<file path="src/verilog/riscv_defines.svh">
`ifndef RISCV_DEFINES_SVH
`define RISCV_DEFINES_SVH

// --------------------
// datapath widths
// --------------------

// data and address width
`define XLEN 32

// register address width, 32 architectural registers
`define NB_REGS 5

// --------------------
// encodings
// --------------------

// addi x0, x0, 0
`define NOP_INSTR 32'h0000_0013

`endif
</file>
<file path="src/verilog/riscv_pkg.sv">
`include "riscv_defines.svh"

package riscv_pkg;

  // execute unit selection
  typedef enum logic [2:0] {
    UNIT_ALU    = 3'd0,
    UNIT_BRANCH = 3'd1,
    UNIT_JUMP   = 3'd2,
    UNIT_LOAD   = 3'd3,
    UNIT_STORE  = 3'd4
  } unit_e;

  // alu operations, branch compares share the encoding space
  typedef enum logic [3:0] {
    OP_ADD  = 4'd0,
    OP_SUB  = 4'd1,
    OP_AND  = 4'd2,
    OP_OR   = 4'd3,
    OP_XOR  = 4'd4,
    OP_SLT  = 4'd5,
    OP_SLTU = 4'd6,
    OP_SLL  = 4'd7,
    OP_SRL  = 4'd8,
    OP_SRA  = 4'd9,
    OP_BEQ  = 4'd10,
    OP_BNE  = 4'd11,
    OP_BLT  = 4'd12,
    OP_BGE  = 4'd13
  } alu_op_e;

  // --------------------
  // stage payloads
  // --------------------

  typedef struct packed {
    logic [31:0]          instr;
    logic [`XLEN-1:0]     pc;
  } if_dec_t;

  typedef struct packed {
    logic [`XLEN-1:0]     pc;
    logic                 rd_v;
    logic [`NB_REGS-1:0]  rd_adr;
    logic [`XLEN-1:0]     rs1_data;
    logic [`XLEN-1:0]     rs2_data;
    logic [`XLEN-1:0]     imm;
    unit_e                unit;
    alu_op_e              op;
    logic                 use_imm;
    logic                 jalr;
    logic                 pc_rel;
    logic                 valid;
  } dec_exe_t;

  typedef struct packed {
    logic                 valid;
    logic [`NB_REGS-1:0]  adr;
    logic [`XLEN-1:0]     data;
  } wbk_t;

  typedef struct packed {
    logic                 valid;
    logic [`XLEN-1:0]     adr;
    logic                 is_store;
    logic [`XLEN-1:0]     store_data;
    logic [2:0]           access_size;
  } mem_req_t;

  typedef struct packed {
    logic                 taken;
    logic [`XLEN-1:0]     pc;
  } redirect_t;

endpackage

</file>
<file path="src/verilog/rf.sv">
`timescale 1ns/1ps
`include "riscv_defines.svh"

module rf (
  input  logic                clk,
  input  logic                rst_n_i,
  input  logic [`NB_REGS-1:0] rs1_adr_i,
  input  logic [`NB_REGS-1:0] rs2_adr_i,
  output logic [`XLEN-1:0]    rs1_data_o,
  output logic [`XLEN-1:0]    rs2_data_o,
  input  riscv_pkg::wbk_t     wbk_i
);

  // x1 to x31, x0 has no storage
  logic [`XLEN-1:0] regs_q [1:31];

  assign rs1_data_o = (rs1_adr_i == '0) ? '0 : regs_q[rs1_adr_i];
  assign rs2_data_o = (rs2_adr_i == '0) ? '0 : regs_q[rs2_adr_i];

  always_ff @(posedge clk or negedge rst_n_i) begin
    if (!rst_n_i) begin
      for (int i = 1; i < 32; i++) begin
        regs_q[i] <= '0;
      end
    end else if (wbk_i.valid && (wbk_i.adr != '0)) begin
      regs_q[wbk_i.adr] <= wbk_i.data;
    end
  end

endmodule

</file>
<file path="config.mk">
export PLATFORM = sky130hd
export DESIGN_NAME = rf
export DESIGN_NICKNAME = d
export VERILOG_FILES = /design/src/verilog/riscv_pkg.sv /design/src/verilog/rf.sv
export VERILOG_INCLUDE_DIRS = /design/src /design/src/verilog
export SDC_FILE = /design/constraint.sdc
export NUM_CORES = 2
export LEC_CHECK = 0
export ABC_AREA = 1
export BUFFER_PORTS_ARGS = -buffer_cell sky130_fd_sc_hd__buf_2
export CAP_MARGIN = 20
export CORE_MARGIN = 4
export CORE_UTILIZATION = 25
export CTS_CLUSTER_SIZE = 28
export DETAILED_ROUTE_END_ITERATION = 8
export PLACE_DENSITY = 0.5
export SYNTH_ARGS = -nofsm -noshare
export SYNTH_HDL_FRONTEND = slang
export SYNTH_SLANG_ARGS = --single-unit
</file>
<file path="constraint.sdc">
create_clock -name clk -period 1.15 [get_ports clk]
set_input_delay 0.0575 -clock clk [delete_from_list [all_inputs] [get_ports clk]]
set_output_delay 0.0575 -clock clk [all_outputs]
set_load 0.005 [all_outputs]
</file>
======== Yosys cells after proc, flatten, opt, wreduce, memory -nomap -nowiden ========
Cells that the tools add are included.
storage, ports and cells
  output and inout bits ................... 64
  logic and storage cells ................. 54
  bits in registers ....................... 992
cells by class
  reduce and logical (&&, ||, !) cells .... 5
  bitwise gates (word level) .............. 3
  multiplexer cells ....................... 11
  $lt $le $gt $ge ......................... 4
operator list
  operator                                                                      number
  992-bit bitwise mux                                                           1
  32-bit binary-select mux with 5-bit select                                    2
  32-bit 2-to-1 mux                                                             7
  32-bit demux with 5-bit select                                                1
  6-bit >= comparator, second input constant                                    3
  5-bit NOT with 6-bit output                                                   3
  5-bit zero test                                                               2
  6-bit by 1-bit less-than comparator with 1-bit output, second input constant  1
  5-bit nonzero test                                                            1
  1-bit logical AND                                                             2

======== Logic depth before layout (Yosys ltp) ========
  word-level depth ........................ 6
  mapped depth ............................ 12
  mapped depth without buffers ............ 9

======== Worst setup path before layout ========
OpenSTA, ideal clock, no wires.
  path type ............................... input to output
  start point ............................. input rs1_adr_i[1]
  end point ............................... output rs1_data_o[25]
  setup slack ............................. -0.131 ns
  data required time ...................... 1.092 ns
  arrival ................................. 1.224 ns
  cell stages on the path ................. 10
  path through ............................ buf_2 inv_1 clkbuf_1 clkbuf_1 nand3_1 nand3_1 nand3_1 nand2_1 nand2_1 nand2_1
on the way
  cells in the longest elaborated chain, start to end .. 5
  elaborated cells between the ends (all ways) .. 6
  those cells by class .................... mux: 4; bitwise: 1; reduce/logical: 1
ends and longest elaborated chain
  element                                               line      RTL
  start, declared                                       rf.sv:7   input logic [`NB_REGS-1:0] rs1_adr_i,
  5-bit NOT with 6-bit output (not written as such)     rf.sv:17  assign rs1_data_o = (rs1_adr_i == '0) ? '0 : regs_q[rs1_adr_i];
  32-bit binary-select mux with 5-bit select            rf.sv:17
  32-bit 2-to-1 mux (not written as such) (2 in a row)  rf.sv:17
  32-bit 2-to-1 mux *                                   rf.sv:17
  end, declared                                         rf.sv:9   output logic [`XLEN-1:0] rs1_data_o,
Mark *: on every way between the ends. The rest lies on a longest branch, timed or not. The select of a mux whose other input is x is not followed.

======== Worst setup path after layout ========
  start point ............................. register regs_q[719] (netlist bit)
  end point ............................... output rs1_data_o[15]
on the way
  cells in the longest elaborated chain, start to end .. 4
ends and longest elaborated chain
  element                                               line      RTL
  start, declared                                       rf.sv:15  logic [`XLEN-1:0] regs_q [1:31];
  start signal, assigned by index                       rf.sv:26  regs_q[wbk_i.adr] <= wbk_i.data;
  32-bit binary-select mux with 5-bit select            rf.sv:17
  32-bit 2-to-1 mux (not written as such) (2 in a row)  rf.sv:17
  32-bit 2-to-1 mux                                     rf.sv:17
Every way passes these cells. The select of a mux whose other input is x is not followed.

==> run metrics <==
status=finished with violations; failing checks=setup timing; max_cap viols=0; average size of a mapped cell=~6.8 µm²; global-route wire length before repair=381 mm; Fill cells=roughly 23000; per-cell routed wire length=between 20 and 25 µm; Overall Global Routing Usage=0.216; Synth Register Bits=just under 1000; beginning of the critical path=regs_q[719]; Cell Area, Synth=~56000 µm²; Crit Path Category=reg -> out; vias in the first global route=between 50000 and 60000; worst hold path class=in -> reg; syn nets=8261; DP Cell Count=between 10000 and 15000; top cells by area, synth=dfrtp_1 44%, nand2_1 20%, nand3_1 13%, o21ai_0 6.9%, inv_1 4.1%; Post-layout nets=roughly 8700; Most common cell on crit path=nand2_1; leakage=about 35 nW; IO Pins=114; max reg flops=992; CP max stage delay=a little under 400 ps; Routed WL=between 200 and 300 mm; CTS buffer count=111; Synth top cells by count=3014 x nand2_1, 1473 x nand3_1, 992 x dfrtp_1; total power draw=about 110 mW; R2R cell count=5; Core ar.=222000 µm²; Clock Tree Buf Depth=3; Hold Path Origin=wbk_i[33]; Final Non-Filler Cells=between 10000 and 15000; CP endpoint kind=output pin; PD cells=between 1500 and 2000 nW/µm²; launching point of the worst reg2reg path=regs_q[581]; vias per std cell=5.06; WHS=approximately 130 ps; root buf cell=clkbuf_16; cell taking the most area after synthesis=dfrtp_1; DRT iter0 DRCs=between 6000 and 7000; drt drc=0; distinct cell type count after synthesis=22; share of cells above drive strength 1=0.227; top cell type's share of synthesized area=0.444; Cells after Synth=about 8000; Pre-antenna DRT Iters=9; most frequent cell after synthesis=nand2_1; Crit path required time=~1100 ps; fmax=slightly below 0.5 GHz; Fin. Hold Viols=0; gpl congestion=approximately 0.90; Tightest Pin Transition=slightly below 700 ps; Tmin final=between 2000 and 2500 ps; Initial Utilization=0.251; initial antenna violation count=6; Worst-Skew Late Latency=roughly 740 ps; antenna-violating nets left=0; Slowest cell on crit path=dfrtp_1; yosys warns=0; Die Wd=approximately 480 µm; startpoint types=flop; setup TNS=-52900 ps; Sequential Area=roughly 25000 µm²; TritonCTS clock tree=built; PortBufs=113; Critical Path, Cell by Cell=inv_1, nand2_1, nand3_2, nand3_4, nand3_1, nand2_1, nand2_1, nand2_2, buf_6; die area=approximately 230000 µm²; clk sinks=between 900 and 1000; # rows=approximately 170; largest registers=regs_q (992); Slew headroom=0.546; Max Slew Vio Count=0; final worst setup slack=-893 ps; H-tree levels=3; multi-input logic area=around 29000 µm²; CP max FO=2; Die Span Y=around 480 µm; Reg with most FFs=regs_q; number of synthesized flops with an enable pin=0; WP data arrival=~2000 ps; Async S/R FF share, synth=1.00; DPL Wire Length=168 mm; Peak supply drop=about 1.3 mV; Synth Flop Type=dfrtp_1; total stage count of the critical path=9; CP delay by family, top=simple AND/OR/NAND/NOR gates; Buf/Inv on CP=2; Vias=between 50000 and 60000; worst hold stages=6; largest net degree at the start of global routing=80; fin crit share=1.78; RSZ-0062 raised after global routing=yes; Setup violations, final=64; Clock Skew=0 ps; sequential area share after synthesis=0.444; Reg clk slew, reported paths=around 60 ps; area grow syn2layout=33.2%; GR Overflow Total=0
area by class of cell:
cell class,instances,share of cell area
multi-input cells,5932,0.394
clock inverters,41,0.00708
repair buffers,948,0.139
diodes,3,0.000101
inverters,631,0.0324
well taps,2975,0.0500
clock buffers,163,0.0439
flip-flops and latches,992,0.334
where the power goes:
part | switching, mW | internal, mW
registers | 4.62 | 41.8
logic | 17.8 | 12.3
clock network | 16.3 | 21.9
total | 38.7 | 76.0
cell families after synthesis:
logic type / share of synthesized area
flops: 0.444
compound gates: 0.112
buf+inv: 0.0914
simple gates: 0.352
cells in the final DEF, fill, tap and decap left out, types with 34 or more instances in the layout:
cell type and count:
a21oi_1 272, buf_12 233, buf_2 48, buf_4 541, buf_6 86, clkbuf_16 112, dfrtp_1 992, dlygate4sd3_1 34
inv_1 431, inv_2 190, nand2_1 2780, nand2_2 193, nand2_4 59, nand3_1 1081, nand3_2 336, nand3_4 56
nor2_1 157, o21ai_0 768, o21ai_1 192
worst min-delay path: stages:
cell and delay, ps:
buf_2 140, nor3_4 60, buf_12 130, nand2_2 120
buf_12 200, o21ai_0 90
path summary, 6_finish.rpt:
kind | endpoint | slack (ps)
max in group asynchronous | regs_q[892] | 180
max | rs1_data_o[15] | -890
min in group asynchronous | regs_q[475] | 200
max reg2reg | regs_q[581] | 200
min reg2reg | regs_q[752] | 480
min | regs_q[837] | 130
stage by stage:
step	cell area [µm²]	worst slack, ps	util
floorplan	56200	-36.4	-
global placement	65800	-835	0.296
detailed placement	65800	-804	0.296
CTS	72500	-960	0.326
global route	74400	-1030	0.335
finish	74400	-893	0.335
layer usage:
metal  GRT usage  up-vias  part of all wire
met5           0        -          0.000043
met4       0.111        2             0.055
met3      0.0330      640             0.077
met2       0.347     2698              0.46
met1       0.281    28600              0.41
li1            -    27200                 -
what timing repair did:
item	4_1_cts	5_1_grt
buffers inserted	36	62
pin swaps	330	314
setup endpoints to repair	64	963
resized for setup	637	396
endpoints found under the hold margin	1957	0
hold buffers	35	0
(Power assumes the default switching activity.)
