### src/verilog/riscv_defines.svh
`ifndef RISCV_DEFINES_SVH
`define RISCV_DEFINES_SVH

// --------------------
// datapath widths
// --------------------

// data and address width
`define XLEN 32

// register address width, 32 architectural registers
`define NB_REGS 5

// --------------------
// encodings
// --------------------

// addi x0, x0, 0
`define NOP_INSTR 32'h0000_0013

`endif
### src/verilog/riscv_pkg.sv
`include "riscv_defines.svh"

package riscv_pkg;

  // execute unit selection
  typedef enum logic [2:0] {
    UNIT_ALU    = 3'd0,
    UNIT_BRANCH = 3'd1,
    UNIT_JUMP   = 3'd2,
    UNIT_LOAD   = 3'd3,
    UNIT_STORE  = 3'd4
  } unit_e;

  // alu operations, branch compares share the encoding space
  typedef enum logic [3:0] {
    OP_ADD  = 4'd0,
    OP_SUB  = 4'd1,
    OP_AND  = 4'd2,
    OP_OR   = 4'd3,
    OP_XOR  = 4'd4,
    OP_SLT  = 4'd5,
    OP_SLTU = 4'd6,
    OP_SLL  = 4'd7,
    OP_SRL  = 4'd8,
    OP_SRA  = 4'd9,
    OP_BEQ  = 4'd10,
    OP_BNE  = 4'd11,
    OP_BLT  = 4'd12,
    OP_BGE  = 4'd13
  } alu_op_e;

  // --------------------
  // stage payloads
  // --------------------

  typedef struct packed {
    logic [31:0]          instr;
    logic [`XLEN-1:0]     pc;
  } if_dec_t;

  typedef struct packed {
    logic [`XLEN-1:0]     pc;
    logic                 rd_v;
    logic [`NB_REGS-1:0]  rd_adr;
    logic [`XLEN-1:0]     rs1_data;
    logic [`XLEN-1:0]     rs2_data;
    logic [`XLEN-1:0]     imm;
    unit_e                unit;
    alu_op_e              op;
    logic                 use_imm;
    logic                 jalr;
    logic                 pc_rel;
    logic                 valid;
  } dec_exe_t;

  typedef struct packed {
    logic                 valid;
    logic [`NB_REGS-1:0]  adr;
    logic [`XLEN-1:0]     data;
  } wbk_t;

  typedef struct packed {
    logic                 valid;
    logic [`XLEN-1:0]     adr;
    logic                 is_store;
    logic [`XLEN-1:0]     store_data;
    logic [2:0]           access_size;
  } mem_req_t;

  typedef struct packed {
    logic                 taken;
    logic [`XLEN-1:0]     pc;
  } redirect_t;

endpackage

### src/verilog/exe.sv
`timescale 1ns/1ps
`include "riscv_defines.svh"

module exe (
  input  logic                 clk,
  input  logic                 rst_n_i,
  input  riscv_pkg::dec_exe_t  dec_exe_i,
  // --------------------
  // data memory
  // --------------------
  output riscv_pkg::mem_req_t  mem_req_o,
  input  logic [`XLEN-1:0]     load_data_i,
  // --------------------
  // dec, ifetch, wbk
  // --------------------
  output riscv_pkg::wbk_t      exe_fwd_o,
  output riscv_pkg::redirect_t redirect_o,
  output riscv_pkg::wbk_t      wbk_o,
  output logic [`XLEN-1:0]     pc_val_o
);
  import riscv_pkg::*;

  logic [`XLEN-1:0] op_a;
  logic [`XLEN-1:0] op_b;
  logic [`XLEN-1:0] alu_res;
  logic [`XLEN-1:0] agu_adr;
  logic [`XLEN-1:0] link_adr;
  logic [`XLEN-1:0] result;
  logic             br_cond;

  assign op_a     = dec_exe_i.pc_rel ? dec_exe_i.pc : dec_exe_i.rs1_data;
  assign op_b     = dec_exe_i.use_imm ? dec_exe_i.imm : dec_exe_i.rs2_data;
  assign agu_adr  = dec_exe_i.rs1_data + dec_exe_i.imm;
  assign link_adr = dec_exe_i.pc + `XLEN'd4;

  // --------------------
  // alu
  // --------------------
  always_comb begin
    case (dec_exe_i.op)
      OP_SUB:  alu_res = op_a - op_b;
      OP_AND:  alu_res = op_a & op_b;
      OP_OR:   alu_res = op_a | op_b;
      OP_XOR:  alu_res = op_a ^ op_b;
      OP_SLT:  alu_res = {{(`XLEN-1){1'b0}}, $signed(op_a) < $signed(op_b)};
      OP_SLTU: alu_res = {{(`XLEN-1){1'b0}}, op_a < op_b};
      OP_SLL:  alu_res = op_a << op_b[4:0];
      OP_SRL:  alu_res = op_a >> op_b[4:0];
      OP_SRA:  alu_res = $unsigned($signed(op_a) >>> op_b[4:0]);
      default: alu_res = op_a + op_b;
    endcase
  end

  // branch compare on the raw register operands
  always_comb begin
    case (dec_exe_i.op)
      OP_BEQ:  br_cond = (dec_exe_i.rs1_data == dec_exe_i.rs2_data);
      OP_BNE:  br_cond = (dec_exe_i.rs1_data != dec_exe_i.rs2_data);
      OP_BLT:  br_cond = ($signed(dec_exe_i.rs1_data) < $signed(dec_exe_i.rs2_data));
      OP_BGE:  br_cond = ($signed(dec_exe_i.rs1_data) >= $signed(dec_exe_i.rs2_data));
      default: br_cond = 1'b0;
    endcase
  end

  always_comb begin
    redirect_o.taken = dec_exe_i.valid &&
                       ((dec_exe_i.unit == UNIT_BRANCH && br_cond) ||
                        (dec_exe_i.unit == UNIT_JUMP));
    // jalr drops bit 0 of its target
    redirect_o.pc    = dec_exe_i.jalr ? {agu_adr[`XLEN-1:1], 1'b0}
                                      : dec_exe_i.pc + dec_exe_i.imm;
  end

  // --------------------
  // data memory request
  // --------------------
  always_comb begin
    mem_req_o.valid       = dec_exe_i.valid &&
                            (dec_exe_i.unit == UNIT_LOAD || dec_exe_i.unit == UNIT_STORE);
    mem_req_o.adr         = agu_adr;
    mem_req_o.is_store    = (dec_exe_i.unit == UNIT_STORE);
    mem_req_o.store_data  = dec_exe_i.rs2_data;
    // word access only
    mem_req_o.access_size = 3'b010;
  end

  always_comb begin
    case (dec_exe_i.unit)
      UNIT_JUMP: result = link_adr;
      UNIT_LOAD: result = load_data_i;
      default:   result = alu_res;
    endcase
    exe_fwd_o.valid = dec_exe_i.valid && dec_exe_i.rd_v;
    exe_fwd_o.adr   = dec_exe_i.rd_adr;
    exe_fwd_o.data  = result;
  end

  always_ff @(posedge clk or negedge rst_n_i) begin
    if (!rst_n_i) begin
      wbk_o <= '0;
    end else begin
      wbk_o <= exe_fwd_o;
    end
  end

  assign pc_val_o = dec_exe_i.pc;

endmodule

### config.mk
export PLATFORM = sky130hd
export DESIGN_NAME = exe
export DESIGN_NICKNAME = d
export VERILOG_FILES = /design/src/verilog/riscv_pkg.sv /design/src/verilog/exe.sv
export VERILOG_INCLUDE_DIRS = /design/src /design/src/verilog
export SDC_FILE = /design/constraint.sdc
export NUM_CORES = 1
export LEC_CHECK = 0
export ABC_AREA = 0
export BUFFER_PORTS_ARGS = -buffer_cell sky130_fd_sc_hd__buf_2
export CAP_MARGIN = 25
export CORE_MARGIN = 2
export CORE_UTILIZATION = 30
export CTS_CLUSTER_SIZE = 30
export DETAILED_ROUTE_END_ITERATION = 7
export PLACE_DENSITY = 0.62
export SLEW_MARGIN = 10
export SYNTH_ARGS = -nofsm -noshare
export SYNTH_HDL_FRONTEND = slang
export SYNTH_SLANG_ARGS = --single-unit
### constraint.sdc
create_clock -name clk -period 6.55 [get_ports clk]
set_input_delay 1.6375 -clock clk [delete_from_list [all_inputs] [get_ports clk]]
set_output_delay 1.6375 -clock clk [all_outputs]
set_load 0.01 [all_outputs]
# == Word-level counts from Yosys, hierarchy flattened ==
# Cells that the tools add are included.
# op_classes
reduce_logical,6
add_sub_neg,5
eq_ne,19
shift,3
n_div,0
n_mul,0
n_bitwise,3
magnitude_cmp,4
n_mux,6
# op_table
operator,count
32-bit case mux with 9 select lines,1
32-bit adder,3
32-bit < comparator,3
32-bit 2-to-1 mux,3
32-bit case mux with 2 select lines,1
"32-bit by 3-bit adder with 32-bit output, second input constant",1
32-bit bitwise AND,1
32-bit equality test,1
32-bit greater-or-equal comparator,1
32-bit != test,1
32-bit bitwise OR,1
32-bit by 5-bit << shifter with 32-bit output,1
32-bit by 5-bit right shift with 32-bit output,1
32-bit by 5-bit >>> shifter with 32-bit output,1
32-bit subtractor,1
32-bit bitwise XOR,1
"4-bit equality test, second input constant",6
"4-bit by 3-bit equality test with 1-bit output, second input constant",4
"4-bit by 2-bit equality test with 1-bit output, second input constant",2
"3-bit by 2-bit equality test with 1-bit output, second input constant",2
"4-bit by 1-bit equality test with 1-bit output, second input constant",1
1-bit logical AND,4
1-bit case mux with 4 select lines,1
"3-bit by 1-bit equality test with 1-bit output, second input constant",1
2 further kinds,3
# word_totals
latch_bits,0
input_bits,179
mem_count,0
romBits,0
word_cells,49
regBits,38
ramBits,0

# == Logic depth before layout (Yosys ltp) ==
# logic_depth
word_depth,5
depth_mapped,18
ltp_nobuf,15

# == Least setup slack after synthesis ==
# Ideal clock, no wire load.
# synth_path
kind,input to output
start,input port dec_exe_i[1] (netlist name)
end,output port exe_fwd_o[30] (netlist name)
arrival_time_ns,5.278
n_path_buf,3
cell_stages,17
path_slack_ns,-0.366
t_required_ns,4.912
path_cell_list,buf_4 -> buf_6 -> buf_6 -> mux2i_1 -> ha_1 -> inv_1 -> fa_1 -> nor3b_2 -> nor3_2 -> o41ai_2 -> a221oi_2 -> o211ai_1 -> a311o_2 -> a41o_1 -> nor3_2 -> nor4_1 -> a211oi_1
# synth_lines
item,line,text
start: declaration,exe.sv:7,"input riscv_pkg::dec_exe_t dec_exe_i,"
end: declaration,exe.sv:16,"output riscv_pkg::wbk_t exe_fwd_o,"

==> impl_metrics.toml <==
[sta]
worst_hold_slack_ps = 1412
maxSlewHeadroom_pct = 28.23
rsz0062_at_grt = "true"
drv_slew = 0
setup_viol = 20
fin_crit_ps = 6847
fmax_mhz = 146.0
timing.final.ws_setup_ps = -297.4
hold_viol_final = 0
worst_slew_pin_slew_ps = 1067
fin_crit_sh_pct = 104.5

[detailed_routing]
vias = 21419
routed_wirelength_mm = 93.17
routedWlPerCell_um = 25.09
drtIter0Drc = 2556
drtPass1Iterations = 6
viasPerCell = 5.767
ant_nets = 0
drc = 0

[finish]
layout-drive-gt1-share_pct = 37.74
largest_registers = "wbk_o (38)"
antenna_cells = 0
largest_reg_flops = 38
final_cell_count_no_fill = 3714
nets = 3400
final_area_um2 = 23240
syn_to_final_growth_pct = 45.93
top_register = "wbk_o"

[run]
cap_violations = 0

[pwr]
intPower_uw = 1762
swShare_pct = 50.81
p_sw_uw = 1820
power.total_uw = 3582
vdd_drop_max_uv = 103.0
p_comb_share_pct = 82.3
p_per_area_nw_per_um2 = 154.1
clkPwrFrac_pct = 9.7
seqPwrFrac_pct = 7.9
leakage_uw = 0.01126

[critical_path]
crit_type = "primary input to output port"
cp.required_ps = 4910
path_max_fanout = 5
cp_data_arrival_time_ps = 5210
end_kind = "output port"
start_kind = "primary input"

[die]
dieArea_um2 = 54950
coreArea_um2 = 52550
initial_core_util_pct = 30.31
boundaryPins = 389
die_w_um = 234.4
dieHeight_um = 234.4
num_rows = 84

[yosys]
synth_edf_count = 0
ys_seq_area_share_pct = 5.971
synthArstFlopShare_pct = 100.0
synth_cell_type_count = 94
syn_inst = 2301
ys.flop_type = "dfrtp_1"
ys_warn_count = 0
yosys_register_bits = 38
syn_area_per_cell_um2 = 6.922
netlist_area_um2 = 15930

[place]
port_buffers = 385
place_inst = 3669
gp_congestion = 1.046
postPlaceCellArea_um2 = 21500
dp_slack_ps = -663.2
hpwl_mm = 77.11

[global_routing]
grt_pass1_wl_mm = 132.1
grt-ovfl-total = 0
grt_max_degree = 59
track_usage_pct = 32.54
antenna_found_initial = 1
grt_pass1_vias = 19654

[clock_tree]
cts-root-buf = "clkbuf_16"
htreeDepth = 2
cts_max_path_buffers = 2
cts_sinks = 38
cts_buffers = 5
postCtsHoldBufs = 0
clk_pin_slew_worst_paths_ps = 90
cts_tree = "yes"

[hold_path]
hp-class = "primary input to asynchronous set/reset pin"

[run_status]
violations = "setup timing"
outcome = "finished with violations"
## worst max-delay path by stage
stage / start / end / slack [ps] / depth (start not counted)
after floorplan: dec_exe_i[3] / exe_fwd_o[30] / -6 / 18
after global placement: dec_exe_i[1] / exe_fwd_o[29] / -670 / 18
after detailed placement: dec_exe_i[1] / exe_fwd_o[29] / -660 / 18
after CTS: dec_exe_i[1] / exe_fwd_o[26] / -190 / 19
after global routing: dec_exe_i[1] / exe_fwd_o[26] / -380 / 19
final: dec_exe_i[1] / exe_fwd_o[29] / -300 / 22
## per-layer routing
layer	GRT usage, %	wire, um	vias up
met5	0	29	-
met4	16.35	5988	4
met3	4.978	7786	286
met2	50.71	40130	1156
met1	43.51	39230	10205
li1	-	-	9768
## power groups by stage
stage | sequential (uW) | clock [uW] | combinational (uW)
2_1_floorplan | 314 | 0 | 1350
4_1_cts | 285 | 359 | 2790
6_report | 284 | 349 | 2950
3_5_place_dp | 289 | 0 | 2620
5_1_grt | 290 | 366 | 3120
3_3_place_gp | 288 | 0 | 2640
## critical path: stages
cell and delay, ps:
buf_12 110, mux2i_4 280, buf_4 150, buf_6 80, buf_6 80, buf_6 90
inv_4 30, ha_4 150, buf_4 140, a211oi_2 230, o21ai_1 120, buf_4 170
a32oi_1 190, buf_4 190, a21oi_4 90, a31oi_4 230, o21ai_2 120, o21a_1 210
or3_1 320, a32oi_2 280, buf_4 170, buf_2 120
## through the flow
step           TNS [ps]  utilization [%]
3_3_place_gp      -9151            40.91
6_report          -2922            44.23
3_5_place_dp      -9301            40.91
5_1_grt           -5091            44.23
4_1_cts           -1304            43.21
2_1_floorplan    -5.794                -
## layout make-up
class / instances / area (um^2)
timing repair buffer: 923 / 6312
inverter: 135 / 511.7
multi-input combinational: 1922 / 14410
clock inverter: 3 / 68.82
sequential: 38 / 950.9
fill: 5435 / 29310
clock buffer: 5 / 125.1
tap: 688 / 860.8
## layout by cell type (no fill, tap or decap), drive strengths merged, types with 8 or more instances in the layout
cell type / n
a221o: 9
a21oi: 199
and3: 16
a31oi: 16
xor2: 48
nor2: 210
o311ai: 8
nor2b: 24
o221ai: 12
nor3: 37
nor4: 8
nand3: 42
a32oi: 10
a21boi: 8
nand4: 24
a22oi: 20
a21o: 51
o21ai: 174
nand2b: 24
dfrtp: 38
o22ai: 23
a211oi: 38
ha: 192
a2111oi: 15
o211ai: 47
nand2: 246
and2: 12
buf: 921
xnor2: 55
o31ai: 13
o21bai: 24
or3: 13
inv: 134
mux2: 17
a221oi: 20
mux2i: 126
o21a: 48
## logic make-up after synthesis
| logic type | after synthesis | share of synthesized area (%) |
|---|---|---|
| AO/OA/AOI/OAI | 799 | 33.83 |
| XOR/XNOR | 103 | 5.664 |
| adder cells (fa/ha/maj) | 196 | 15.59 |
| buffers and inverters | 342 | 10.46 |
| flip-flops | 38 | 5.971 |
| multiplexers | 143 | 9.302 |
| other | 2 | 0.04715 |
| AND/OR/NAND/NOR | 678 | 19.14 |
## repair_timing
item                                    4_1_cts  5_1_grt
gates resized for setup                     164       78
pin swaps                                    68       51
gates cloned                                  3        0
setup buffers                                22       16
endpoints found under the setup margin       32       36
## synthesized netlist by cell type, drive strengths merged (9+ instances only)
cell     count  area, um^2
a221o        9       90.09
nor2b       24       150.1
ha         192        2402
a31oi       16       112.6
nand3       42       210.2
a21o        51       382.9
xor2        48       420.4
nor2       210       788.3
o211ai      47       357.8
nand2b      24       150.1
o21ai      174       882.1
o21bai      24       180.2
a21oi      199        1011
xnor2       55       481.7
mux2i      126        1290
nand2      246       925.9
mux2        17       191.4
and3        16       100.1
a22oi       20       155.1
dfrtp       38       950.9
a211oi      38       295.3
clkbuf      74       277.8
nand4       24       150.1
inv        135       506.7
o22ai       23       143.9
and2        12       75.07
o221ai      12       105.1
a2111oi     15       168.9
or3         13       81.33
o31ai       13       102.6
a32oi       10       87.58
buf        133       882.1
nor3        37       195.2
a221oi      20       200.2
o21a        48       360.4
(Power assumes the default switching activity.)
