--- src/verilog/riscv_defines.svh ---
`ifndef RISCV_DEFINES_SVH
`define RISCV_DEFINES_SVH

// --------------------
// datapath widths
// --------------------

// data and address width
`define XLEN 32

// register address width, 32 architectural registers
`define NB_REGS 5

// --------------------
// encodings
// --------------------

// addi x0, x0, 0
`define NOP_INSTR 32'h0000_0013

`endif
--- src/verilog/riscv_pkg.sv ---
`include "riscv_defines.svh"

package riscv_pkg;

  // execute unit selection
  typedef enum logic [2:0] {
    UNIT_ALU    = 3'd0,
    UNIT_BRANCH = 3'd1,
    UNIT_JUMP   = 3'd2,
    UNIT_LOAD   = 3'd3,
    UNIT_STORE  = 3'd4
  } unit_e;

  // alu operations, branch compares share the encoding space
  typedef enum logic [3:0] {
    OP_ADD  = 4'd0,
    OP_SUB  = 4'd1,
    OP_AND  = 4'd2,
    OP_OR   = 4'd3,
    OP_XOR  = 4'd4,
    OP_SLT  = 4'd5,
    OP_SLTU = 4'd6,
    OP_SLL  = 4'd7,
    OP_SRL  = 4'd8,
    OP_SRA  = 4'd9,
    OP_BEQ  = 4'd10,
    OP_BNE  = 4'd11,
    OP_BLT  = 4'd12,
    OP_BGE  = 4'd13
  } alu_op_e;

  // --------------------
  // stage payloads
  // --------------------

  typedef struct packed {
    logic [31:0]          instr;
    logic [`XLEN-1:0]     pc;
  } if_dec_t;

  typedef struct packed {
    logic [`XLEN-1:0]     pc;
    logic                 rd_v;
    logic [`NB_REGS-1:0]  rd_adr;
    logic [`XLEN-1:0]     rs1_data;
    logic [`XLEN-1:0]     rs2_data;
    logic [`XLEN-1:0]     imm;
    unit_e                unit;
    alu_op_e              op;
    logic                 use_imm;
    logic                 jalr;
    logic                 pc_rel;
    logic                 valid;
  } dec_exe_t;

  typedef struct packed {
    logic                 valid;
    logic [`NB_REGS-1:0]  adr;
    logic [`XLEN-1:0]     data;
  } wbk_t;

  typedef struct packed {
    logic                 valid;
    logic [`XLEN-1:0]     adr;
    logic                 is_store;
    logic [`XLEN-1:0]     store_data;
    logic [2:0]           access_size;
  } mem_req_t;

  typedef struct packed {
    logic                 taken;
    logic [`XLEN-1:0]     pc;
  } redirect_t;

endpackage

--- src/verilog/dec.sv ---
`timescale 1ns/1ps
`include "riscv_defines.svh"

module dec (
  input  logic                 clk,
  input  logic                 rst_n_i,
  input  riscv_pkg::if_dec_t   if_dec_i,
  // --------------------
  // register file
  // --------------------
  output logic [`NB_REGS-1:0]  rs1_adr_o,
  output logic [`NB_REGS-1:0]  rs2_adr_o,
  input  logic [`XLEN-1:0]     rs1_data_i,
  input  logic [`XLEN-1:0]     rs2_data_i,
  // --------------------
  // forwarding and flush
  // --------------------
  input  riscv_pkg::wbk_t      exe_fwd_i,
  input  riscv_pkg::wbk_t      wbk_i,
  input  riscv_pkg::redirect_t redirect_i,
  output riscv_pkg::dec_exe_t  dec_exe_o
);
  import riscv_pkg::*;

  localparam logic [6:0] OPC_OP     = 7'b0110011;
  localparam logic [6:0] OPC_OP_IMM = 7'b0010011;
  localparam logic [6:0] OPC_LUI    = 7'b0110111;
  localparam logic [6:0] OPC_AUIPC  = 7'b0010111;
  localparam logic [6:0] OPC_JAL    = 7'b1101111;
  localparam logic [6:0] OPC_JALR   = 7'b1100111;
  localparam logic [6:0] OPC_BRANCH = 7'b1100011;
  localparam logic [6:0] OPC_LOAD   = 7'b0000011;
  localparam logic [6:0] OPC_STORE  = 7'b0100011;

  logic [31:0]         instr;
  logic [6:0]          opcode;
  logic [2:0]          funct3;
  logic [6:0]          funct7;
  logic [`NB_REGS-1:0] rd;
  logic [`XLEN-1:0]    imm_i;
  logic [`XLEN-1:0]    imm_s;
  logic [`XLEN-1:0]    imm_b;
  logic [`XLEN-1:0]    imm_u;
  logic [`XLEN-1:0]    imm_j;
  logic                legal;
  logic                rd_write;
  dec_exe_t            dec_exe_d;

  // youngest producer first, then the write-back register, then the rf
  function automatic logic [`XLEN-1:0] fwd_operand(
    input logic [`NB_REGS-1:0] adr,
    input logic [`XLEN-1:0]    rf_data,
    input wbk_t                exe_fwd,
    input wbk_t                wbk
  );
    if (exe_fwd.valid && (exe_fwd.adr == adr) && (adr != '0)) begin
      return exe_fwd.data;
    end else if (wbk.valid && (wbk.adr == adr) && (adr != '0)) begin
      return wbk.data;
    end
    return rf_data;
  endfunction

  assign instr  = if_dec_i.instr;
  assign opcode = instr[6:0];
  assign rd     = instr[11:7];
  assign funct3 = instr[14:12];
  assign funct7 = instr[31:25];

  // --------------------
  // immediates
  // --------------------
  assign imm_i = {{20{instr[31]}}, instr[31:20]};
  assign imm_s = {{20{instr[31]}}, instr[31:25], instr[11:7]};
  assign imm_b = {{19{instr[31]}}, instr[31], instr[7], instr[30:25], instr[11:8], 1'b0};
  assign imm_u = {instr[31:12], 12'b0};
  assign imm_j = {{11{instr[31]}}, instr[31], instr[19:12], instr[20], instr[30:21], 1'b0};

  // lui reads x0 so the alu adds zero
  assign rs1_adr_o = (opcode == OPC_LUI) ? '0 : instr[19:15];
  assign rs2_adr_o = instr[24:20];

  always_comb begin
    dec_exe_d         = '0;
    dec_exe_d.unit    = UNIT_ALU;
    dec_exe_d.op      = OP_ADD;
    legal             = 1'b1;
    rd_write          = 1'b0;
    case (opcode)
      OPC_OP, OPC_OP_IMM: begin
        rd_write          = 1'b1;
        dec_exe_d.use_imm = (opcode == OPC_OP_IMM);
        dec_exe_d.imm     = imm_i;
        case (funct3)
          3'b000: begin
            dec_exe_d.op = (opcode == OPC_OP && funct7[5]) ? OP_SUB : OP_ADD;
          end
          3'b001: dec_exe_d.op = OP_SLL;
          3'b010: dec_exe_d.op = OP_SLT;
          3'b011: dec_exe_d.op = OP_SLTU;
          3'b100: dec_exe_d.op = OP_XOR;
          3'b101: dec_exe_d.op = funct7[5] ? OP_SRA : OP_SRL;
          3'b110: dec_exe_d.op = OP_OR;
          default: dec_exe_d.op = OP_AND;
        endcase
      end
      OPC_LUI, OPC_AUIPC: begin
        rd_write          = 1'b1;
        dec_exe_d.use_imm = 1'b1;
        dec_exe_d.imm     = imm_u;
        dec_exe_d.pc_rel  = (opcode == OPC_AUIPC);
      end
      OPC_JAL, OPC_JALR: begin
        rd_write       = 1'b1;
        dec_exe_d.unit = UNIT_JUMP;
        dec_exe_d.jalr = (opcode == OPC_JALR);
        dec_exe_d.imm  = (opcode == OPC_JALR) ? imm_i : imm_j;
      end
      OPC_BRANCH: begin
        dec_exe_d.unit = UNIT_BRANCH;
        dec_exe_d.imm  = imm_b;
        case (funct3)
          3'b000: dec_exe_d.op = OP_BEQ;
          3'b001: dec_exe_d.op = OP_BNE;
          3'b100: dec_exe_d.op = OP_BLT;
          3'b101: dec_exe_d.op = OP_BGE;
          default: legal = 1'b0;
        endcase
      end
      OPC_LOAD: begin
        rd_write          = 1'b1;
        legal             = (funct3 == 3'b010);
        dec_exe_d.unit    = UNIT_LOAD;
        dec_exe_d.use_imm = 1'b1;
        dec_exe_d.imm     = imm_i;
      end
      OPC_STORE: begin
        legal          = (funct3 == 3'b010);
        dec_exe_d.unit = UNIT_STORE;
        dec_exe_d.imm  = imm_s;
      end
      default: legal = 1'b0;
    endcase

    // anything unsupported runs as a nop
    if (!legal) begin
      dec_exe_d.unit = UNIT_ALU;
      rd_write       = 1'b0;
    end

    dec_exe_d.pc       = if_dec_i.pc;
    dec_exe_d.rd_v     = rd_write && (rd != '0);
    dec_exe_d.rd_adr   = rd;
    dec_exe_d.rs1_data = fwd_operand(rs1_adr_o, rs1_data_i, exe_fwd_i, wbk_i);
    dec_exe_d.rs2_data = fwd_operand(rs2_adr_o, rs2_data_i, exe_fwd_i, wbk_i);
    dec_exe_d.valid    = ~redirect_i.taken;
  end

  always_ff @(posedge clk or negedge rst_n_i) begin
    if (!rst_n_i) begin
      dec_exe_o <= '0;
    end else begin
      dec_exe_o <= dec_exe_d;
    end
  end

endmodule

--- config.mk ---
export PLATFORM = sky130hd
export DESIGN_NAME = dec
export DESIGN_NICKNAME = d
export VERILOG_FILES = /design/src/verilog/riscv_pkg.sv /design/src/verilog/dec.sv
export VERILOG_INCLUDE_DIRS = /design/src /design/src/verilog
export SDC_FILE = /design/constraint.sdc
export NUM_CORES = 1
export LEC_CHECK = 0
export ABC_AREA = 1
export BUFFER_PORTS_ARGS = -buffer_cell sky130_fd_sc_hd__buf_2
export CORE_AREA = 2 2 153 155
export CTS_BUF_LIST = sky130_fd_sc_hd__clkbuf_8
export CTS_CLUSTER_DIAMETER = 30
export DETAILED_ROUTE_END_ITERATION = 8
export DIE_AREA = 0 0 155 157
export PLACE_DENSITY = 0.66
export SYNTH_ARGS = -nofsm -noshare
export SYNTH_HDL_FRONTEND = slang
export SYNTH_SLANG_ARGS = --single-unit
--- constraint.sdc ---
create_clock -name clk -period 1.25 [get_ports clk]
set_input_delay 0.25 -clock clk [delete_from_list [all_inputs] [get_ports clk]]
set_output_delay 0.25 -clock clk [all_outputs]
set_load 0.005 [all_outputs]
### Word-level counts from Yosys, hierarchy flattened

Cells that the tools add are included.

* flip-flop bits (word level): 145
* bits of input ports: 239
* output and inout bits: 155
* word-level logic and storage cells: 82

* eq/ne operators: 19
* muxes and demuxes: 27
* bitwise gates (word level): 1
* reduce and logical (&&, ||, !) cells: 23

Operators with widths (count)
* two-way mux 32 bit: 6
* case mux 32 bit (5 select lines): 1
* case mux 4 bit (7 select lines): 1
* equality test 7 x 6 -> 1 bit, second input constant: 3
* equality test 7 bit, second input constant: 3
* equality test 5 bit: 4
* two-way mux 20 bit: 1
* case mux 4 bit (4 select lines): 1
* nonzero test 5 bit: 3
* equality test 7 x 5 -> 1 bit, second input constant: 2
* case mux 3 bit (4 select lines): 1
* two-way mux 1 bit: 11
* logical AND 1 bit: 10
* equality test 3 bit, second input constant: 3
* case mux 4 bit (2 select lines): 1
* OR reduction 2 bit: 4
* equality test 7 x 2 -> 1 bit, second input constant: 1
* OR reduction 7 bit: 1
* equality test 3 x 2 -> 1 bit, second input constant: 2
* OR reduction 3 bit: 2
* OR reduction 6 bit: 1
* two-way mux 5 bit: 1
* OR reduction 4 bit: 1
* equality test 3 x 1 -> 1 bit, second input constant: 1
* 5 further kinds: 5

### Depth between registers and ports, before layout

Gate-level depths: netlist of the first run.

* depth in word-level cells: 8
* gate-level depth with buffers: 16
* depth with buffers taken out: 14

### Worst setup path after synthesis of the first run

OpenSTA, ideal clock, no wires.

* path kind: input port to flip-flop
* start point: in if_dec_i[33] in the netlist's numbering
* end point: reg dec_exe_o[100] in the netlist's numbering
* library setup time: 0.116 ns
* arrival time: 1.443 ns
* required time: 1.134 ns
* setup slack: -0.310 ns
* cell stages on the path: 13
* path buffers: 2
* cell sequence: nand2_1 > nor2_2 > nand2_2 > buf_6 > nand3_1 > nand2_1 > clkinv_1 > nand2_1 > nor2_4 > nand2_4 > buf_2 > nand3_1 > nand2_1

RTL lines
* from (decl): RTL line dec.sv:7 `input riscv_pkg::if_dec_t if_dec_i,`
* to (signal assigned): RTL line dec.sv:161 `dec_exe_o <= '0;`
* to (signal assigned): RTL line dec.sv:163 `dec_exe_o <= dec_exe_d;`
* to (decl): RTL line dec.sv:21 `output riscv_pkg::dec_exe_t dec_exe_o`

==> run metrics, run 1 <==
outcome=finished, violations left; failing checks=setup timing; area share of the largest cell type after synthesis=54.5%; combinational share of power=19.6%; Clock power frac=between 30% and 40%; Slew @ Worst Pin=0.369 ns; via/cell ratio=4.73; Net Sw Power=3.18 mW; combinational family with the most area after synthesis=simple AND/OR/NAND/NOR gates; cells after synthesis=804; top post-synthesis cells by area=dfrtp_1, nand2_1, nand3_1, inv_1, o21ai_0; residual DRC count=0; final wirelength=roughly 27,000 microns; vias=7,572; Avg WL per Cell=17.0 microns; ys async rst share=100%; final-report setup violation count=37; max incr delay on CP=0.16 ns; WL met3=about 1700 microns; Internal=7.62 mW; Ys Warns=0; First-pass DRT Iterations=5; area delta synth->final=69.1%; minimum clock period=around 1.5 ns; Largest regs=dec_exe_o (145); gr ovfl total=0; Synth Area in XOR/XNOR=0.395%; pre-CTS setup slack=-0.843 ns; Distinct cells, synth=33; root buf cell=clkbuf_8; WP data required=1.59 ns; Die Ht=157 microns; syn nets=1,043; CTS sink count=145; gr usage total=between 20% and 30%; final design utilization=about half; Critical-path top delay cell=clkbuf_16; RSZ-0062 raised after global routing=yes; Pwr Total=approximately 11 mW; CP Capture Point=dec_exe_o[75]; Reg clk slew, reported paths=0.09 ns; 1st-iter DRT viols=353; met1 WL=11,300 microns; layout cells sized above 1=46.3%; first-pass GRT wire length=39,500 microns; list of most frequent post-synthesis cells=nand2_1, dfrtp_1, nand3_1, inv_1, o21ai_0; Synth area leader=dfrtp_1; pin count of the biggest net entering global routing=33; Power Dens Cells=959 nW/um^2; Initial Util=29.6%; metal2 WL=13,300 microns; Placement Rows=55; IO buf count=361; crit path max fanout=8; die area=between 20,000 and 25,000 sq um; Synth Area in Adders=0%; PnR worst setup slack=-0.231 ns; CTS Buf Count=17; Die X=155 microns; max FFs per register=145; Final #Nets=roughly 1.5k; CP Capture Type=flip-flop; Synth Area in Simple Gates=27.1%; vias in the first global route=about 7.5k; Highest Signal Layer=met4; Avg Inst Size Synth=~8.3 sq um; TritonCTS clock tree=built; Longest Clk Path Bufs=2; Crit. Startpoint=if_dec_i[35]; Top reg by flops=dec_exe_o; Seq/Total Area, Yosys=between 50% and 60%; Post-Syn Area=6660 sq um; LEAKAGE=6.15 nW; total core area=approximately 23,000 sq um; post-synthesis mux area share=0%; CTS H-tree lvls=4; max-cap violation count=0; antenna-violating nets left=0; VDD IR max=0.542 mV; max_slew headroom=approximately 75%; Seq cells post-synth=approximately 150; Pins Over Slew Limit=0; top-count cell post-synth=nand2_1; sw frac=29.4%; Reg power frac=46.3%; kind of critical path=in2reg; Final Hold Viols=0; EDFF count, synth=0; Worst Hold Class=in2reg; Cell Chain, Critical Path=buf_12, inv_12, nand2_4, nor2_4, nand2_4, buf_12, nand2_4, nand2_2, nand2_2, inv_2, nand2_2, nor2_4, buf_12, buf_6, clkbuf_16, nand3_1, nand2_1, nand2_1, nand2_1; final worst-path cycle share=118%; initial antenna violation count=1; crit path DAT=roughly 1.8 ns; Placer Congestion=0.889; Max Freq=675 MHz; top_reg_cell synth=dfrtp_1; CP Launch Type=primary input; hpwl dp=19,500 microns; Compound-Gate Fraction of Synth Area=9.40%; IO Count=394
power by group through the flow:
stage,Combinational [mW],Clock [mW],Sequential (mW)
3_3_place_gp,1.73,0,5.09
2_1_floorplan,0.626,0,5.13
6_report,2.12,3.67,5.00
3_5_place_dp,1.76,0,5.09
4_1_cts,1.96,3.79,5.00
5_1_grt,2.32,3.98,5.02
repair_timing:
action	4_1_cts	5_1_grt
hold endpoints to repair	193	2
resized for setup	32	94
endpoints found under the setup margin	56	138
cloned	5	7
pin swaps	9	42
setup buffers	5	13
hold buffers	46	2
through the flow:
stage                     hold slack (ns)  instance area [sq um]  instances  TNS (ns)
after floorplan                   -0.0456                   6890        804     -8.30
after global placement              0.167                   9510       1490    -52.84
after detailed placement            0.166                   9510       1490    -54.96
after CTS                        0.000454                  10700       1578     -4.68
after global routing              0.00436                  11300       1599     -9.41
final                              0.0307                  11300       1600     -6.41
logic make-up (layout without fill, tap and decap cells):
family                    count (synthesis)  after routing
AOI/OAI and AO/OA                       104            104
buffers and inverters                   129            636
xor gates and xnor gates                  3              3
other                                     0              1
DFF                                     145            145
and+or+nand+nor                         423            426
layout make-up:
cell class,count,area (sq um)
timing repair buffer,520,3650
sequential,145,3630
clock inverter,15,154
inverter,84,347
antenna,1,2.50
fill,2087,11200
multi-input combinational,533,2880
clock buffer,17,234
tap,285,357
worst min path at each step:
stage	from	endpoint	cells past startpoint
floorplan	rst_n_i	dec_exe_o[0]	0
CTS	rs1_data_i[30]	dec_exe_o[105]	3
global placement	rst_n_i	dec_exe_o[10]	1
finish	rs1_data_i[24]	dec_exe_o[99]	3
detailed placement	rst_n_i	dec_exe_o[10]	1
global route	rs1_data_i[25]	dec_exe_o[100]	3
critical path: cells and delay by family:
family                 cells  cell delay (ns)
buffers and inverters      7             0.77
and+or+nand+nor           12             0.78
layer usage:
| layer | global-route usage, % | up-vias |
|---|---|---|
| met5 | 0 | - |
| met2 | 35.8 | 336 |
| met1 | 26.1 | 3594 |
| li1 | - | 3579 |
| met4 | 9.30 | 0 |
| met3 | 4.13 | 63 |
cells in the final DEF, fill, tap and decap left out, drive strengths merged, types with 7 or more instances in the layout:
| cell type | n |
|---|---|
| o21bai | 32 |
| o21ai | 56 |
| inv | 90 |
| dlygate4sd3 | 48 |
| dfrtp | 145 |
| clkbuf | 23 |
| nand3 | 109 |
| nand2 | 271 |
| nor2 | 29 |
| buf | 465 |
| clkinv | 7 |
No activity file was read; power rests on OpenSTA's default activity.
==> run 2: changes to the inputs <==
--- a/config.mk
+++ b/config.mk
@@ -9,11 +9,11 @@
 export ABC_AREA = 1
 export BUFFER_PORTS_ARGS = -buffer_cell sky130_fd_sc_hd__buf_2
 export CORE_AREA = 2 2 153 155
-export CTS_BUF_LIST = sky130_fd_sc_hd__clkbuf_8
 export CTS_CLUSTER_DIAMETER = 30
 export DETAILED_ROUTE_END_ITERATION = 8
 export DIE_AREA = 0 0 155 157
 export PLACE_DENSITY = 0.66
+export RECOVER_POWER = 100
 export SYNTH_ARGS = -nofsm -noshare
 export SYNTH_HDL_FRONTEND = slang
 export SYNTH_SLANG_ARGS = --single-unit
==> run metrics, run 2 (synthesis results as in run 1) <==
Die Ht=157 microns (unchanged); antenna-violating nets left=0 (unchanged); Placement Rows=55 (unchanged); VDD IR max=0.673 mV (+24%); PnR worst setup slack=-0.214 ns (+0.0173 ns); CTS H-tree lvls=4 (unchanged); Slew @ Worst Pin=0.932 ns (+0.562 ns); final wirelength=28,300 microns (+3.9%); Critical-path top delay cell=buf_12; CP Capture Type=flip-flop; initial antenna violation count=3 (+2); met1 global-route usage=25.1% (-1.0 points); residual DRC count=0 (unchanged); max FFs per register=145 (unchanged); CTS Buf Count=17 (unchanged); final worst-path cycle share=117% (-1.4 points); Placer Congestion=0.889 (unchanged); max-cap violation count=0 (unchanged); hpwl dp=19,500 microns (unchanged); LEAKAGE=5.88 nW (-4.4%); First-pass DRT Iterations=5 (unchanged); Top reg by flops=dec_exe_o; IO Count=394 (unchanged); GRT met3 Usage=4.02% (-0.11 points); layout cells sized above 1=37.5% (-8.8 points); TritonCTS clock tree=built; Largest regs=dec_exe_o (145); final-report setup violation count=61 (+65%); Final #Nets=1,533 (-0.45%); Final Hold Viols=0 (unchanged); Cell Chain, Critical Path=buf_12, inv_12, nand2_4, nor2_4, nand2_4, buf_12, nand3_2, nand2_2, clkinv_2, nand2_4, nor2_4, buf_12, nand2_8, buf_12, nand3_1, nand2_1; Avg WL per Cell=17.7 microns (+4.2%); IO buf count=361 (unchanged); root buf cell=clkbuf_16; max incr delay on CP=0.16 ns (about the same); Initial Util=29.6% (unchanged); pre-CTS setup slack=-0.843 ns (unchanged); die area=24,300 sq um (unchanged); 1st-iter DRT viols=438 (+24%); max_slew headroom=37.9% (-37 points); GRT busiest layer=met2; gr usage total=20.8% (-0.29 points); Crit. Startpoint=if_dec_i[35]; area delta synth->final=69.3%; kind of critical path=in2reg; most frequent CP cell=buf_12; Worst Hold Class=in2reg; Max Freq=683 MHz (+1.2%); most common cell after layout, fill and taps aside=nand2_1; Power Dens Cells=1080 nW/um^2 (+12%); Pins Over Slew Limit=0 (unchanged); most frequent cells in the layout=nand2_1, buf_2, dfrtp_1, clkbuf_1, nand3_1; Die X=155 microns (unchanged); Placed Area=9510 sq um (unchanged); vias in the first global route=7,429 (-0.39%); CP Capture Point=dec_exe_o[83]; Final Cell Area=11,300 sq um (+0.12%); GR Util met2=36.4% (+0.53 points); CP Launch Type=primary input; first-pass GRT wire length=39,100 microns (-1.1%); via/cell ratio=4.76 (+0.58%); minimum clock period=1.46 ns (-0.0173 ns); crit path max fanout=8 (unchanged); vias=7,592 (+0.26%); outcome=finished, violations left; gr ovfl total=0 (unchanged); failing checks=setup timing; CTS sink count=145 (unchanged); WP data required=1.55 ns (-0.04 ns); Reg clk slew, reported paths=0.07 ns (-0.02 ns); Longest Clk Path Bufs=2 (unchanged); crit path DAT=1.76 ns (-0.06 ns); total core area=22,500 sq um (unchanged); pin count of the biggest net entering global routing=33 (unchanged); RSZ-0062 raised after global routing=yes
-- run 2: layout make-up --
| cell class | count | area, sq um |
|---|---|---|
| Timing Repair Buffer | 513 | 3460 |
| Clock inverter | 14 | 150 |
| Clock buffer | 18 | 429 |
| Antenna cell | 3 | 7.51 |
| Fill cell | 2174 | 11200 |
| Sequential cell | 145 | 3630 |
| Multi-Input combinational cell | 533 | 2880 |
| Inverter | 84 | 359 |
| Tap cell | 285 | 357 |
-- run 2: timing repair --
action	4_1_cts	5_1_grt
pin swaps	14	21
gates resized for setup	38	92
hold endpoints to repair	57	0
hold buffers	39	0
gates cloned	2	14
endpoints found under the setup margin	69	95
buffers inserted	5	12
-- run 2: layer usage --
layer,vias to the layer above,part of all wire [%]
met3,67,6.5
met1,3578,42
met2,372,49
met5,-,0
met4,0,3.0
li1,3575,-
-- run 2: power by group --
group	total, mW	internal (mW)	switching, mW
clock network	5.04	2.82	2.22
logic	2.07	0.980	1.09
registers	5.01	4.94	0.0761
-- run 2: worst min-delay path by stage --
stage	slack (ns)	endpoint	depth (start not counted)	from
floorplan	-0.05	dec_exe_o[0]	0	rst_n_i
global placement	0.17	dec_exe_o[10]	1	rst_n_i
detailed placement	0.17	dec_exe_o[10]	1	rst_n_i
CTS	0.01	dec_exe_o[18]	3	if_dec_i[59]
global route	0.03	dec_exe_o[18]	3	if_dec_i[59]
finish	0.04	dec_exe_o[18]	3	if_dec_i[59]
-- run 2: per-stage QoR --
step           hold WS, ns  total power, mW  setup TNS, ns  util, %  instances
5_1_grt             0.0280             12.6         -18.62     50.0       1593
3_5_place_dp         0.166             6.85         -54.96     42.2       1490
3_3_place_gp         0.167             6.82         -52.84     42.2       1490
2_1_floorplan      -0.0456             5.75          -8.30        -        804
4_1_cts             0.0137             12.1          -3.77     47.7       1568
6_report            0.0367             12.1          -6.96     50.1       1595
-- run 2: critical path, delay by kind of cell --
family        cells  cell delay, ns
simple gates     10            0.82
buf+inv           6            0.67
==> run 3: changes to the inputs <==
--- a/config.mk
+++ b/config.mk
@@ -14,6 +14,7 @@
 export DIE_AREA = 0 0 155 157
 export PLACE_DENSITY = 0.66
 export RECOVER_POWER = 100
+export REMOVE_ABC_BUFFERS = 1
 export SYNTH_ARGS = -nofsm -noshare
 export SYNTH_HDL_FRONTEND = slang
 export SYNTH_SLANG_ARGS = --single-unit
==> run metrics, run 3 (synthesis results as in run 1) <==
Internal=8.72 mW (-0.14%); Net Sw Power=3.81 mW (+12%); Avg WL per Cell=19.1 microns (+7.7%); Max Freq=645 MHz (-5.6%); Longest Clk Path Bufs=2 (unchanged); Cell Chain, Critical Path=clkbuf_1, o22ai_2, nor2_1, nand2_1, nor2_4, buf_12, buf_6, o21ai_0, nand2_4, nand2_2; Slew @ Worst Pin=0.729 ns (-0.202 ns); final wirelength=30,700 microns (+8.5%); max_slew headroom=51.4% (+13 points); failing checks=setup timing; CTS Buf Count=17 (unchanged); Die Ht=157 microns (unchanged); VDD IR max=0.761 mV (+13%); combinational share of power=18.0% (+0.9 points); max FFs per register=145 (unchanged); Final Instance Count excl. Fillers=1,607 (+0.75%); antenna-violating nets left=0 (unchanged); CP Capture Type=flip-flop; Reg clk slew, reported paths=0.07 ns (about the same); Final Hold Viols=0 (unchanged); CP Launch Type=primary input; Worst Hold Class=in2reg; Top delay family on crit path=buffers and inverters; Top reg by flops=dec_exe_o; Initial Util=29.6% (unchanged); First-pass DRT Iterations=5 (unchanged); layout cells sized above 1=42.0% (+4.5 points); Placement Rows=55 (unchanged); CTS sink count=145 (unchanged); Critical path buffers and inverters=3 (-3); most common cell after layout, fill and taps aside=buf_2; Clock power frac=42.0% (+0.5 points); Critical-path top delay cell=clkbuf_1; RSZ-0062 raised after global routing=yes; IO buf count=361 (unchanged); residual DRC count=0 (unchanged); final worst-path cycle share=124% (+6.9 points); CTS H-tree lvls=4 (unchanged); root buf cell=clkbuf_16; Die X=155 microns (unchanged); TritonCTS clock tree=built; Pwr Total=12.5 mW (+3.4%); first-pass GRT wire length=42,700 microns (+9.2%); Largest regs=dec_exe_o (145); sw frac=30.4% (+2.4 points); minimum clock period=1.55 ns (+0.0862 ns); gr ovfl total=0 (unchanged); 1st-iter DRT viols=405 (-7.5%); Final #Nets=1,547 (+0.91%); max-cap violation count=0 (unchanged); PnR worst setup slack=-0.300 ns (-0.0862 ns); most frequent cells in the layout=buf_2, nand2_1, dfrtp_1, clkbuf_1, nand3_1; total core area=22,500 sq um (unchanged); Placer Congestion=0.949 (+6.8%); die area=24,300 sq um (unchanged); pin count of the biggest net entering global routing=48 (+45%); vias in the first global route=7,612 (+2.5%); final-report setup violation count=71 (+16%); gr usage total=23.1% (+2.3 points); WP data required=1.56 ns (about the same); outcome=finished, violations left; LEAKAGE=6.16 nW (+4.7%); Pins Over Slew Limit=0 (unchanged); hpwl dp=20,400 microns (+4.6%); Placed Cells=1,499 (+0.60%); kind of critical path=in2reg; initial antenna violation count=4 (+1); Reg power frac=40.0% (-1.3 points); crit path max fanout=8 (unchanged); vias=7,797 (+2.7%); IO Count=394 (unchanged); Power Dens Cells=1080 nW/um^2 (about the same); max incr delay on CP=0.34 ns (+0.18 ns); via/cell ratio=4.85 (+1.9%); crit path DAT=1.86 ns (+0.10 ns); area delta synth->final=74.8%
## run 3: cell count changes in the layout (fill, tap and decap cells not counted), sizes merged, moves of 2 or more
cell	before	now
buf	353	369
clkinv	8	11
nand2	271	268
diode	3	1
## run 3: power by group through the flow
stage | combinational [mW] | sequential (mW) | clock [mW]
2_1_floorplan | 0.523 | 5.13 | 0
3_3_place_gp | 1.77 | 5.10 | 0
3_5_place_dp | 1.79 | 5.10 | 0
4_1_cts | 2.03 | 5.01 | 5.36
5_1_grt | 2.45 | 5.03 | 5.57
6_report | 2.26 | 5.02 | 5.26
## run 3: worst min-delay path, cell delays in order
cell	delay, ns
buf_2	0.09
nand2_1	0.04
inv_1	0.04
## run 3: metal layers
metal	GRT usage [%]	wire [microns]
met1	26.9	11600
met2	40.7	15200
met3	5.86	2610
met4	9.26	1290
met5	0	36
## run 3: stage by stage
step,utilization (%),hold slack [ns],setup WS [ns],setup TNS (ns),cell area [sq um]
finish,51.7,0.0339,-0.300,-15.89,11600
global route,51.7,0.0295,-0.359,-20.35,11600
CTS,48.7,0.00218,-0.185,-5.68,10900
detailed placement,42.0,0.136,-0.757,-54.22,9460
global placement,42.0,0.133,-0.736,-52.82,9460
floorplan,-,-0.0456,-3.10,-139.65,6400
## run 3: path summary, 6_finish.rpt
check                        startpoint        endpoint  slack, ns  cells past startpoint
min                        if_dec_i[60]   dec_exe_o[19]       0.03                      3
max                        if_dec_i[52]   dec_exe_o[45]      -0.30                     10
min in group asynchronous       rst_n_i  dec_exe_o[101]       0.42                      2
max in group asynchronous       rst_n_i  dec_exe_o[138]       0.05                      3
## run 3: layout make-up
cell class / count / area (sq um)
Antenna cell: 1 / 2.50
Tap cell: 285 / 357
Inverter: 84 / 359
Sequential cell: 145 / 3630
Clock buffer: 17 / 425
Multi-Input combinational cell: 530 / 2980
Timing Repair Buffer: 530 / 3710
Fill cell: 2156 / 10900
Clock inverter: 15 / 181
## run 3: timing repair
item,CTS,global route
pin swaps,10,51
hold buffers,37,1
hold endpoints to repair,91,1
cloned,7,12
resized for setup,71,181
setup endpoints to repair,71,89
setup buffers,14,8
